`config.mk`:
```
export PLATFORM = sky130hd
export DESIGN_NAME = fetchTop
export DESIGN_NICKNAME = d
export VERILOG_FILES = /design/src/fetchPkg.sv /design/src/instrClassifier.sv /design/src/nextPcUnit.sv /design/src/pcRegister.sv /design/src/ifIdRegister.sv /design/src/fetchTop.sv
export VERILOG_INCLUDE_DIRS = /design/src /design/src/src
export SDC_FILE = /design/constraint.sdc
export NUM_CORES = 1
export LEC_CHECK = 0
export BUFFER_PORTS_ARGS = -buffer_cell sky130_fd_sc_hd__buf_2
export CAP_MARGIN = 20
export CORE_MARGIN = 2
export CORE_UTILIZATION = 53
export DETAILED_ROUTE_END_ITERATION = 16
export GPL_TIMING_DRIVEN = 1
export PLACE_DENSITY = 0.81
export SKIP_LAST_GASP = 1
export SYNTH_ARGS = -nofsm -noshare
export SYNTH_HDL_FRONTEND = slang
export SYNTH_SLANG_ARGS = --single-unit
```
`constraint.sdc`:
```
create_clock -name clk -period 3.05 [get_ports clk]
set_input_delay 0.7625 -clock clk [delete_from_list [all_inputs] [get_ports clk]]
set_output_delay 0.7625 -clock clk [all_outputs]
set_load 0.01 [all_outputs]
```
`src/fetch_defines.svh`:
```
`ifndef FETCH_DEFINES_SVH
`define FETCH_DEFINES_SVH

// user text segment, reset pc is the lowest legal address
`define TEXT_START_ADDR  32'h0000_3000
// first byte past user text
`define TEXT_END_ADDR    32'h0000_7000

// kernel entry point, the word just below it is the terminal pc
`define KTEXT_START_ADDR 32'h0000_4180

// address error on load or fetch
`define EXC_ADEL         5'd4

// primary opcode field, instr[31:26]
`define OP_SPECIAL       6'b000000
`define OP_REGIMM        6'b000001
`define OP_J             6'b000010
`define OP_JAL           6'b000011
`define OP_BEQ           6'b000100
`define OP_BNE           6'b000101
`define OP_BLEZ          6'b000110
`define OP_BGTZ          6'b000111

// funct field under SPECIAL, instr[5:0]
`define FUNCT_JR         6'b001000
`define FUNCT_JALR       6'b001001

`endif

```
`src/fetchPkg.sv`:
```
package fetchPkg;

    // byte address
    typedef logic [31:0] addr_t;

    // raw instruction word
    typedef logic [31:0] word_t;

    // exception code, zero means none
    typedef logic [4:0] excCode_t;

    // redirect request from CP0
    typedef enum logic [1:0] {
        KCTRL_NONE  = 2'd0,
        KCTRL_KTEXT = 2'd1,
        KCTRL_ERET  = 2'd2
    } kctrl_e;

    // control-flow class of the instruction in ID
    typedef enum logic [1:0] {
        FLOW_ORDER    = 2'd0,
        FLOW_BRANCH   = 2'd1,
        FLOW_JUMP_IMM = 2'd2,
        FLOW_JUMP_REG = 2'd3
    } flowClass_e;

    // decode to next-pc unit, 44 bits
    typedef struct packed {
        flowClass_e  cls;
        logic [15:0] offset;
        logic [25:0] index;
    } flowInfo_t;

    // one IF/ID slot, 70 bits
    typedef struct packed {
        word_t    code;
        addr_t    pc;
        excCode_t exc;
        logic     bd;
    } ifIdBundle_t;

endpackage

```
`src/instrClassifier.sv`:
```
`timescale 1ns/1ns
`include "fetch_defines.svh"

module instrClassifier (
    input  fetchPkg::word_t     instr,
    output fetchPkg::flowInfo_t flow,
    output logic                isCtrl
);

    logic [5:0] opcode;
    logic [5:0] funct;
    fetchPkg::flowClass_e cls;

    assign opcode = instr[31:26];
    assign funct  = instr[5:0];

    // class from opcode, funct only matters under SPECIAL
    always_comb begin
        cls = fetchPkg::FLOW_ORDER;
        case (opcode)
            `OP_BEQ,
            `OP_BNE,
            `OP_BLEZ,
            `OP_BGTZ,
            `OP_REGIMM: begin
                cls = fetchPkg::FLOW_BRANCH;
            end
            `OP_J,
            `OP_JAL: begin
                cls = fetchPkg::FLOW_JUMP_IMM;
            end
            `OP_SPECIAL: begin
                if (funct == `FUNCT_JR || funct == `FUNCT_JALR) begin
                    cls = fetchPkg::FLOW_JUMP_REG;
                end
            end
            default: begin
                cls = fetchPkg::FLOW_ORDER;
            end
        endcase
    end

    // immediate fields are extracted regardless of class
    always_comb begin
        flow.cls    = cls;
        flow.offset = instr[15:0];
        flow.index  = instr[25:0];
    end

    // anything but sequential flow puts the IF instruction in a delay slot
    assign isCtrl = (cls != fetchPkg::FLOW_ORDER);

endmodule

```
`src/nextPcUnit.sv`:
```
`timescale 1ns/1ns
`include "fetch_defines.svh"

module nextPcUnit (
    input  fetchPkg::addr_t     pc,
    input  fetchPkg::flowInfo_t flow,
    input  logic                cmp,
    input  fetchPkg::addr_t     jmpReg,
    input  fetchPkg::kctrl_e    kCtrl,
    input  fetchPkg::addr_t     epc,
    output fetchPkg::addr_t     nextPc
);

    fetchPkg::addr_t seqPc;
    fetchPkg::addr_t branchTarget;
    fetchPkg::addr_t jumpTarget;
    fetchPkg::addr_t eretTarget;
    logic            terminal;

    assign seqPc = pc + 32'd4;

    // pc already points at the delay slot when the branch is in ID
    assign branchTarget = pc + {{14{flow.offset[15]}}, flow.offset, 2'b00};

    // region jump keeps the top nibble of the delay-slot pc
    assign jumpTarget = {pc[31:28], flow.index, 2'b00};

    // epc is forced to a word boundary
    assign eretTarget = {epc[31:2], 2'b00};

    // last word before kernel text, the program parks here
    assign terminal = (pc == (`KTEXT_START_ADDR - 32'd4));

    always_comb begin
        if (kCtrl == fetchPkg::KCTRL_KTEXT) begin
            nextPc = `KTEXT_START_ADDR;
        end else if (kCtrl == fetchPkg::KCTRL_ERET) begin
            nextPc = eretTarget;
        end else if (terminal) begin
            nextPc = pc;
        end else begin
            case (flow.cls)
                fetchPkg::FLOW_BRANCH: begin
                    // not taken falls through to pc + 4
                    nextPc = cmp ? branchTarget : seqPc;
                end
                fetchPkg::FLOW_JUMP_REG: begin
                    nextPc = jmpReg;
                end
                fetchPkg::FLOW_JUMP_IMM: begin
                    nextPc = jumpTarget;
                end
                default: begin
                    nextPc = seqPc;
                end
            endcase
        end
    end

endmodule

```
`src/pcRegister.sv`:
```
`timescale 1ns/1ns
`include "fetch_defines.svh"

module pcRegister (
    input  logic                clk,
    input  logic                rst_n,
    input  logic                stallPc,
    input  fetchPkg::addr_t     nextPc,
    output fetchPkg::addr_t     pc,
    output fetchPkg::excCode_t  pcExc
);

    logic inText;
    logic misaligned;

    // load on every edge unless the hazard unit holds the pc
    always_ff @(posedge clk or negedge rst_n) begin
        if (!rst_n) begin
            pc <= `TEXT_START_ADDR;
        end else if (!stallPc) begin
            pc <= nextPc;
        end
    end

    // fetch must stay inside user text
    assign inText = (pc >= `TEXT_START_ADDR) && (pc < `TEXT_END_ADDR);

    // word fetch only
    assign misaligned = (pc[1:0] != 2'b00);

    assign pcExc = (!inText || misaligned) ? `EXC_ADEL : 5'd0;

endmodule

```
`src/ifIdRegister.sv`:
```
`timescale 1ns/1ns

module ifIdRegister (
    input  logic                  clk,
    input  logic                  rst_n,
    input  logic                  stall,
    input  logic                  clr,
    input  fetchPkg::ifIdBundle_t slotIf,
    output fetchPkg::ifIdBundle_t slotId
);

    // flush beats stall, an empty slot is all zeros
    always_ff @(posedge clk or negedge rst_n) begin
        if (!rst_n) begin
            slotId <= '0;
        end else if (clr) begin
            slotId <= '0;
        end else if (!stall) begin
            slotId <= slotIf;
        end
    end

endmodule

```
`src/fetchTop.sv`:
```
`timescale 1ns/1ns

module fetchTop (
    input  logic                clk,
    input  logic                rst_n,
    input  logic                stall,
    input  logic                stallPc,
    input  logic                clr,
    input  logic                cmp,
    input  fetchPkg::addr_t     jmpReg,
    input  fetchPkg::kctrl_e    kCtrl,
    input  fetchPkg::addr_t     epc,
    input  fetchPkg::word_t     imCode,
    output fetchPkg::addr_t     imPc,
    output fetchPkg::addr_t     pcIf,
    output logic                bdIf,
    output fetchPkg::word_t     codeId,
    output fetchPkg::addr_t     pcId,
    output fetchPkg::excCode_t  excId,
    output logic                bdId
);

    fetchPkg::addr_t       pc;
    fetchPkg::addr_t       nextPc;
    fetchPkg::excCode_t    pcExc;
    fetchPkg::flowInfo_t   flow;
    fetchPkg::ifIdBundle_t slotIf;
    fetchPkg::ifIdBundle_t slotId;
    logic                  isCtrl;

    // decode looks at the instruction currently held in ID
    instrClassifier u_classifier (
        .instr  (slotId.code),
        .flow   (flow),
        .isCtrl (isCtrl)
    );

    nextPcUnit u_nextPc (
        .pc     (pc),
        .flow   (flow),
        .cmp    (cmp),
        .jmpReg (jmpReg),
        .kCtrl  (kCtrl),
        .epc    (epc),
        .nextPc (nextPc)
    );

    pcRegister u_pcReg (
        .clk     (clk),
        .rst_n   (rst_n),
        .stallPc (stallPc),
        .nextPc  (nextPc),
        .pc      (pc),
        .pcExc   (pcExc)
    );

    // IF side of the slot, bd marks a delay-slot fetch
    assign slotIf = '{code: imCode, pc: pc, exc: pcExc, bd: isCtrl};

    ifIdRegister u_ifId (
        .clk    (clk),
        .rst_n  (rst_n),
        .stall  (stall),
        .clr    (clr),
        .slotIf (slotIf),
        .slotId (slotId)
    );

    // instruction memory sees the pc with no delay
    assign imPc = pc;
    assign pcIf = pc;
    assign bdIf = isCtrl;

    assign codeId = slotId.code;
    assign pcId   = slotId.pc;
    assign excId  = slotId.exc;
    assign bdId   = slotId.bd;

endmodule

```
**Word level (Yosys, flattened, before mapping)**

Cells that the tools add are included.

- Bits in registers: 102
- Output and inout bits: 135

- Add/subtract/negate cells: 2
- Order comparisons: 2
- Eq/ne operators: 18
- Mux-type cells: 10
- Reduce and logical (&&, ||, !) cells: 11
- Bitwise operators: 1

Operator list:

| kind | number |
|---|---|
| two-way mux 70 bit | 2 |
| two-way mux 32 bit | 4 |
| case mux 32 bit (3 select lines) | 1 |
| adder 32 x 3 -> 32 bit, second input constant | 1 |
| adder 32 bit | 1 |
| == test 32 x 15 -> 1 bit, second input constant | 1 |
| greater-or-equal comparator 32 x 14 -> 1 bit, second input constant | 1 |
| < comparator 32 x 15 -> 1 bit, second input constant | 1 |
| == test 6 x 3 -> 1 bit, second input constant | 4 |
| == test 6 x 2 -> 1 bit, second input constant | 2 |
| == test 6 x 4 -> 1 bit, second input constant | 2 |
| == test 2 bit, second input constant | 3 |
| == test 6 x 1 -> 1 bit, second input constant | 1 |
| zero test 6 bit | 1 |
| case mux 2 bit (3 select lines) | 1 |
| OR reduction 5 bit | 1 |
| == test 2 x 1 -> 1 bit, second input constant | 2 |
| nonzero test 2 bit | 2 |
| two-way mux 3 bit | 1 |
| inequality test 3 x 1 -> 1 bit, second input constant | 1 |
| inequality test 3 bit, second input constant | 1 |
| AND reduction 3 bit | 1 |
| logical OR 1 bit | 2 |
| two-way mux 2 bit | 1 |
| other kinds (6) | 6 |

**Logic depth before layout (Yosys ltp)**

- Depth in word-level cells: 9
- Depth in mapped cells: 11
- Depth with buffers taken out: 11

**By module**

Synthesis repeated with hierarchy kept, for this count alone.

- Cell total of the unflattened synthesis: 988
- Area total of the unflattened synthesis: 8814.7 um2

Modules (own cells, without submodules):

| module | cells an instance | area each (um2) | times used |
|---|---|---|---|
| nextPcUnit | 596 | 3891.2 | 1 |
| ifIdRegister | 226 | 2862.7 | 1 |
| pcRegister | 82 | 1436.4 | 1 |
| instrClassifier | 52 | 384.1 | 1 |
| fetchTop | 32 | 240.2 | 1 |

**Worst setup path after synthesis**

OpenSTA, ideal clock, no wires.

- Path type: reg-to-reg
- Start: register u_pcReg.pc[2]
- End: register u_pcReg.pc[22]
- Clock period less this slack: 2.584 ns
- Slack: 0.466 ns
- Library setup time: 0.064 ns
- Required time: 2.986 ns
- Data arrival time: 2.520 ns
- Cell stages (with the launch flop): 12
- Cell sequence: dfrtp_1 ha_1 inv_1 fa_1 nand2b_1 a21oi_1 o21a_1 o21bai_1 a211oi_1 nor3_1 o32ai_1 a21o_1

- Word-level cells in the longest chain between the ends: 6

Ends and longest elaborated chain:

| what | RTL line | RTL |
|---|---|---|
| start: declaration | pcRegister.sv:9 | `output fetchPkg::addr_t pc,` |
| start signal: assignment | pcRegister.sv:19 | `` pc <= `TEXT_START_ADDR; `` |
| start signal: assignment | pcRegister.sv:21 | `pc <= nextPc;` |
| adder 32 x 3 -> 32 bit or adder 32 bit (tied branches) | nextPcUnit.sv:20, nextPcUnit.sv:23 |  |
| two-way mux 32 bit | nextPcUnit.sv:45 | `nextPc = cmp ? branchTarget : seqPc;` |
| case mux 32 bit (3 select lines) | nextPcUnit.sv:42 | `case (flow.cls)` |
| two-way mux 32 bit | nextPcUnit.sv:39 | `end else if (terminal) begin` |
| two-way mux 32 bit | nextPcUnit.sv:37 | `end else if (kCtrl == fetchPkg::KCTRL_ERET) begin` |
| two-way mux 32 bit | nextPcUnit.sv:35 | `if (kCtrl == fetchPkg::KCTRL_KTEXT) begin` |

Several ways; a longest one is shown, not always the timed one. The select of a mux whose other input is x is not followed.
A chain may end at the register's enable or synchronous reset.

**Worst setup path after layout**

- Start: register u_ifId.slotId[43] (netlist name)
- End: output bdIf

- Word-level cells in the longest chain between the ends: 5

Ends and longest elaborated chain:

| what | RTL line | RTL |
|---|---|---|
| == test 6 x 4 -> 1 bit (no line) | n/a |  |
| logical OR 1 bit (no line) * | n/a |  |
| two-way mux 2 bit * | instrClassifier.sv:33 | `` if (funct == `FUNCT_JR \|\| funct == `FUNCT_JALR) begin `` |
| case mux 2 bit (3 select lines) * | instrClassifier.sv:20 | `case (opcode)` |
| nonzero test 2 bit * | instrClassifier.sv:51 | `assign isCtrl = (cls != fetchPkg::FLOW_ORDER);` |
| end: declaration | fetchTop.sv:16 | `output logic bdIf,` |

Every way passes the cells marked *; elsewhere a longest branch is shown, timed or not.

==> reports/results.ini <==
[clocking]
cts_setup_buffers=0
clock_latency_ns=0.36
htree_levels=3
cts_inserted_buffers=9
hold_buffers=0
clockBufferDepth=2
cts_sinks=98
root_buffer=clkbuf_16
clkSlewWorstSetupHoldPaths_ns=0.07
cts.repair.resized=0
tritoncts=built

[sta]
tns_ns=0
fin_crit_sh=0.943
setup_viol=0
maxSlewHeadroom=0.582
final_hold_viol_count=0
period_minus_slack_ns=2.88
rsz0062_at_grt=false
fmaxAchievable_mhz=348
worstMarginPinSlew_ns=0.611
drv_slew=0
skew_ns=0.00827

[drt]
vias=8012
wire_per_inst_um=19.6
drt_pass1_iterations=5
drc=0
via_per_inst=6.05
drt-initial-drc-count=840
finalWirelength_um=26000
ant_nets=0

[finish]
area_growth_pct=22.0
fin_area_um2=9340
layout_common_cells=buf_2, nor2_1, dfrtp_1
n_antenna_cell=0
final_common_cell=buf_2
final_nets=1278
drive_above_1_share=0.292

[flow_run]
maxCapViolations=0

[power_and_ir_drop]
leakage_nw=4.83
swShare=0.396
p_int_mw=2.81
vdd.ir_drop.worst_mv=0.377
seqPwrFrac=0.345
power_frac_clock=0.247
power_frac_comb=0.408
power_density_nw_per_um2=497
p_sw_mw=1.84

[die]
start_util=0.547
fp-row-count=43
dieArea_um2=15400
boundaryPins=239
core_area_um2=14000
die_y_um=124
die_w_um=124

[grt]
grt_usage=0.332
antenna_found_initial=0
grt_max_degree=62
grt_overflow=0
grt_pass1_wl_um=40700
first_global_vias=7418

[synth]
ys_warn_count=0
synth_cell_types=72
synth_compound_area_frac=0.205
syn_area_per_cell_um2=8.32
syn_inst=920
synth_seq_area_share=0.321
synth_top_family_by_area=compound AO/OA/AOI/OAI gates
synth_edf_count=0
ys_ff_latch=98
netlist_area_um2=7660
synth-xor-area-share=0.0503
async_reset_ff_frac=1.00
synth.area.mux_share=0.0944
synth-main-ff-cell=dfrtp_1
synth_fa_ha_area_frac=0.0565
synthSimpleGateAreaFrac=0.197

[placement]
gp_congestion=1.00
dpl.hpwl_um=20300
port_buffers=232
placed_area_um2=9040

[setup_path]
critical_path_peak_fanout=8
critical_path.top_delay_family=simple AND/OR/NAND/NOR gates
critical_path_buf_inv_count=2
cp.required_ns=2.29
crit_type=reg -> out
cp_slowest_cell=dfrtp_1
end_kind=output pin
regToRegStartpoint=u_ifId.slotId[47]
cp-startpoint=u_ifId.slotId[43]
critPathArrivalTime_ns=2.11
worst_setup_path_start_kind=register
path_cells=nor4_1 -> and3_1 -> o21ai_2 -> and2_1 -> inv_2 -> buf_2
crit_path_max_incr_delay_ns=0.45

[worst_hold_path]
hold_class=in -> async

[outcome]
outcome=completed

cell type report:
| cell class | count | area (um^2) |
|---|---|---|
| Inverter | 20 | 75.1 |
| Clock buffer | 10 | 239 |
| Multi-Input combinational cell | 718 | 4640 |
| Clock inverter | 6 | 61.3 |
| Fill cell | 1238 | 4640 |
| Timing Repair Buffer | 293 | 1650 |
| Tap cell | 180 | 225 |
| Sequential cell | 98 | 2450 |
metal layers:
| layer | vias to the layer above | track usage | wire [um] |
|---|---|---|---|
| met1 | 3757 | 0.473 | 11200 |
| met2 | 482 | 0.508 | 11500 |
| met5 | - | 0 | 0 |
| li1 | 3730 | - | - |
| met4 | 0 | 0.0939 | 514 |
| met3 | 43 | 0.0753 | 2880 |
kinds of logic after synthesis:
kind of cell             Yosys count
AND/OR/NAND/NOR                  318
AO/OA/AOI/OAI                    246
multiplexers                      72
buffers and inverters            107
XOR/XNOR                          44
other                              1
adder cells (fa/ha/maj)           34
flip-flops                        98
cells in the mapped netlist, drive strengths merged, types with 2 or more instances:
cell type,instances,area [um^2]
a2111oi,2,23.8
a211oi,14,105
a21boi,3,22.5
a21o,17,128
a21oi,63,319
a221o,3,30.0
a221oi,2,17.5
a222oi,3,30.0
a22oi,6,45.0
a31o,3,26.3
a31oi,13,81.3
and2,3,18.8
and3,13,81.3
and4,3,26.3
buf,62,407
clkbuf,25,93.8
dfrtp,96,2400
dfstp,2,52.6
ha,33,413
inv,20,75.1
mux2,2,22.5
mux2i,70,701
nand2,78,293
nand2b,5,31.3
nand3,19,105
nand3b,2,15.0
nand4,12,81.3
nor2,130,490
nor2b,3,18.8
nor3,20,110
nor3b,3,22.5
nor4,12,118
o211ai,7,52.6
o21a,8,60.1
o21ai,59,299
o21bai,4,30.0
o221ai,11,96.3
o22ai,17,106
o31ai,2,15.0
or2,5,31.3
or3,8,50.1
xnor2,27,236
xor2,17,149
registers in the layout, summed over array words and instances (netlist names):
register       count
u_ifId.slotId     66
u_pcReg.pc        32
power by group through the flow:
stage	Sequential [mW]	Combinational (mW)	Clock, mW
detailed placement	1.62	1.85	0
global placement	1.62	1.83	0
finish	1.60	1.90	1.15
global route	1.62	2.05	1.21
floorplan	1.70	1.13	0
CTS	1.59	1.86	1.16
per-stage QoR:
step / hold slack (ns) / util / cells / power, mW / setup WS (ns)
floorplan: 0.467 / - / 923 / 2.83 / 0.466
global placement: 0.493 / 0.647 / 1309 / 3.44 / 0.288
detailed placement: 0.508 / 0.647 / 1309 / 3.47 / 0.258
CTS: 0.381 / 0.668 / 1325 / 4.62 / 0.173
global route: 0.408 / 0.668 / 1325 / 4.88 / 0.00312
finish: 0.368 / 0.668 / 1325 / 4.65 / 0.173
worst paths after layout:
| path | endpoint | slack (ns) | depth (start not counted) |
|---|---|---|---|
| max in group asynchronous | u_pcReg.pc[13] | 1.94 | 2 |
| min in group clk | u_ifId.slotId[13] | 0.52 | 2 |
| max reg2reg | u_pcReg.pc[20] | 0.23 | 9 |
| max | bdIf | 0.17 | 6 |
| min | u_ifId.slotId[43] | 0.37 | 1 |
| min reg2reg | u_ifId.slotId[13] | 0.52 | 2 |
No activity file was read; power rests on OpenSTA's default activity.
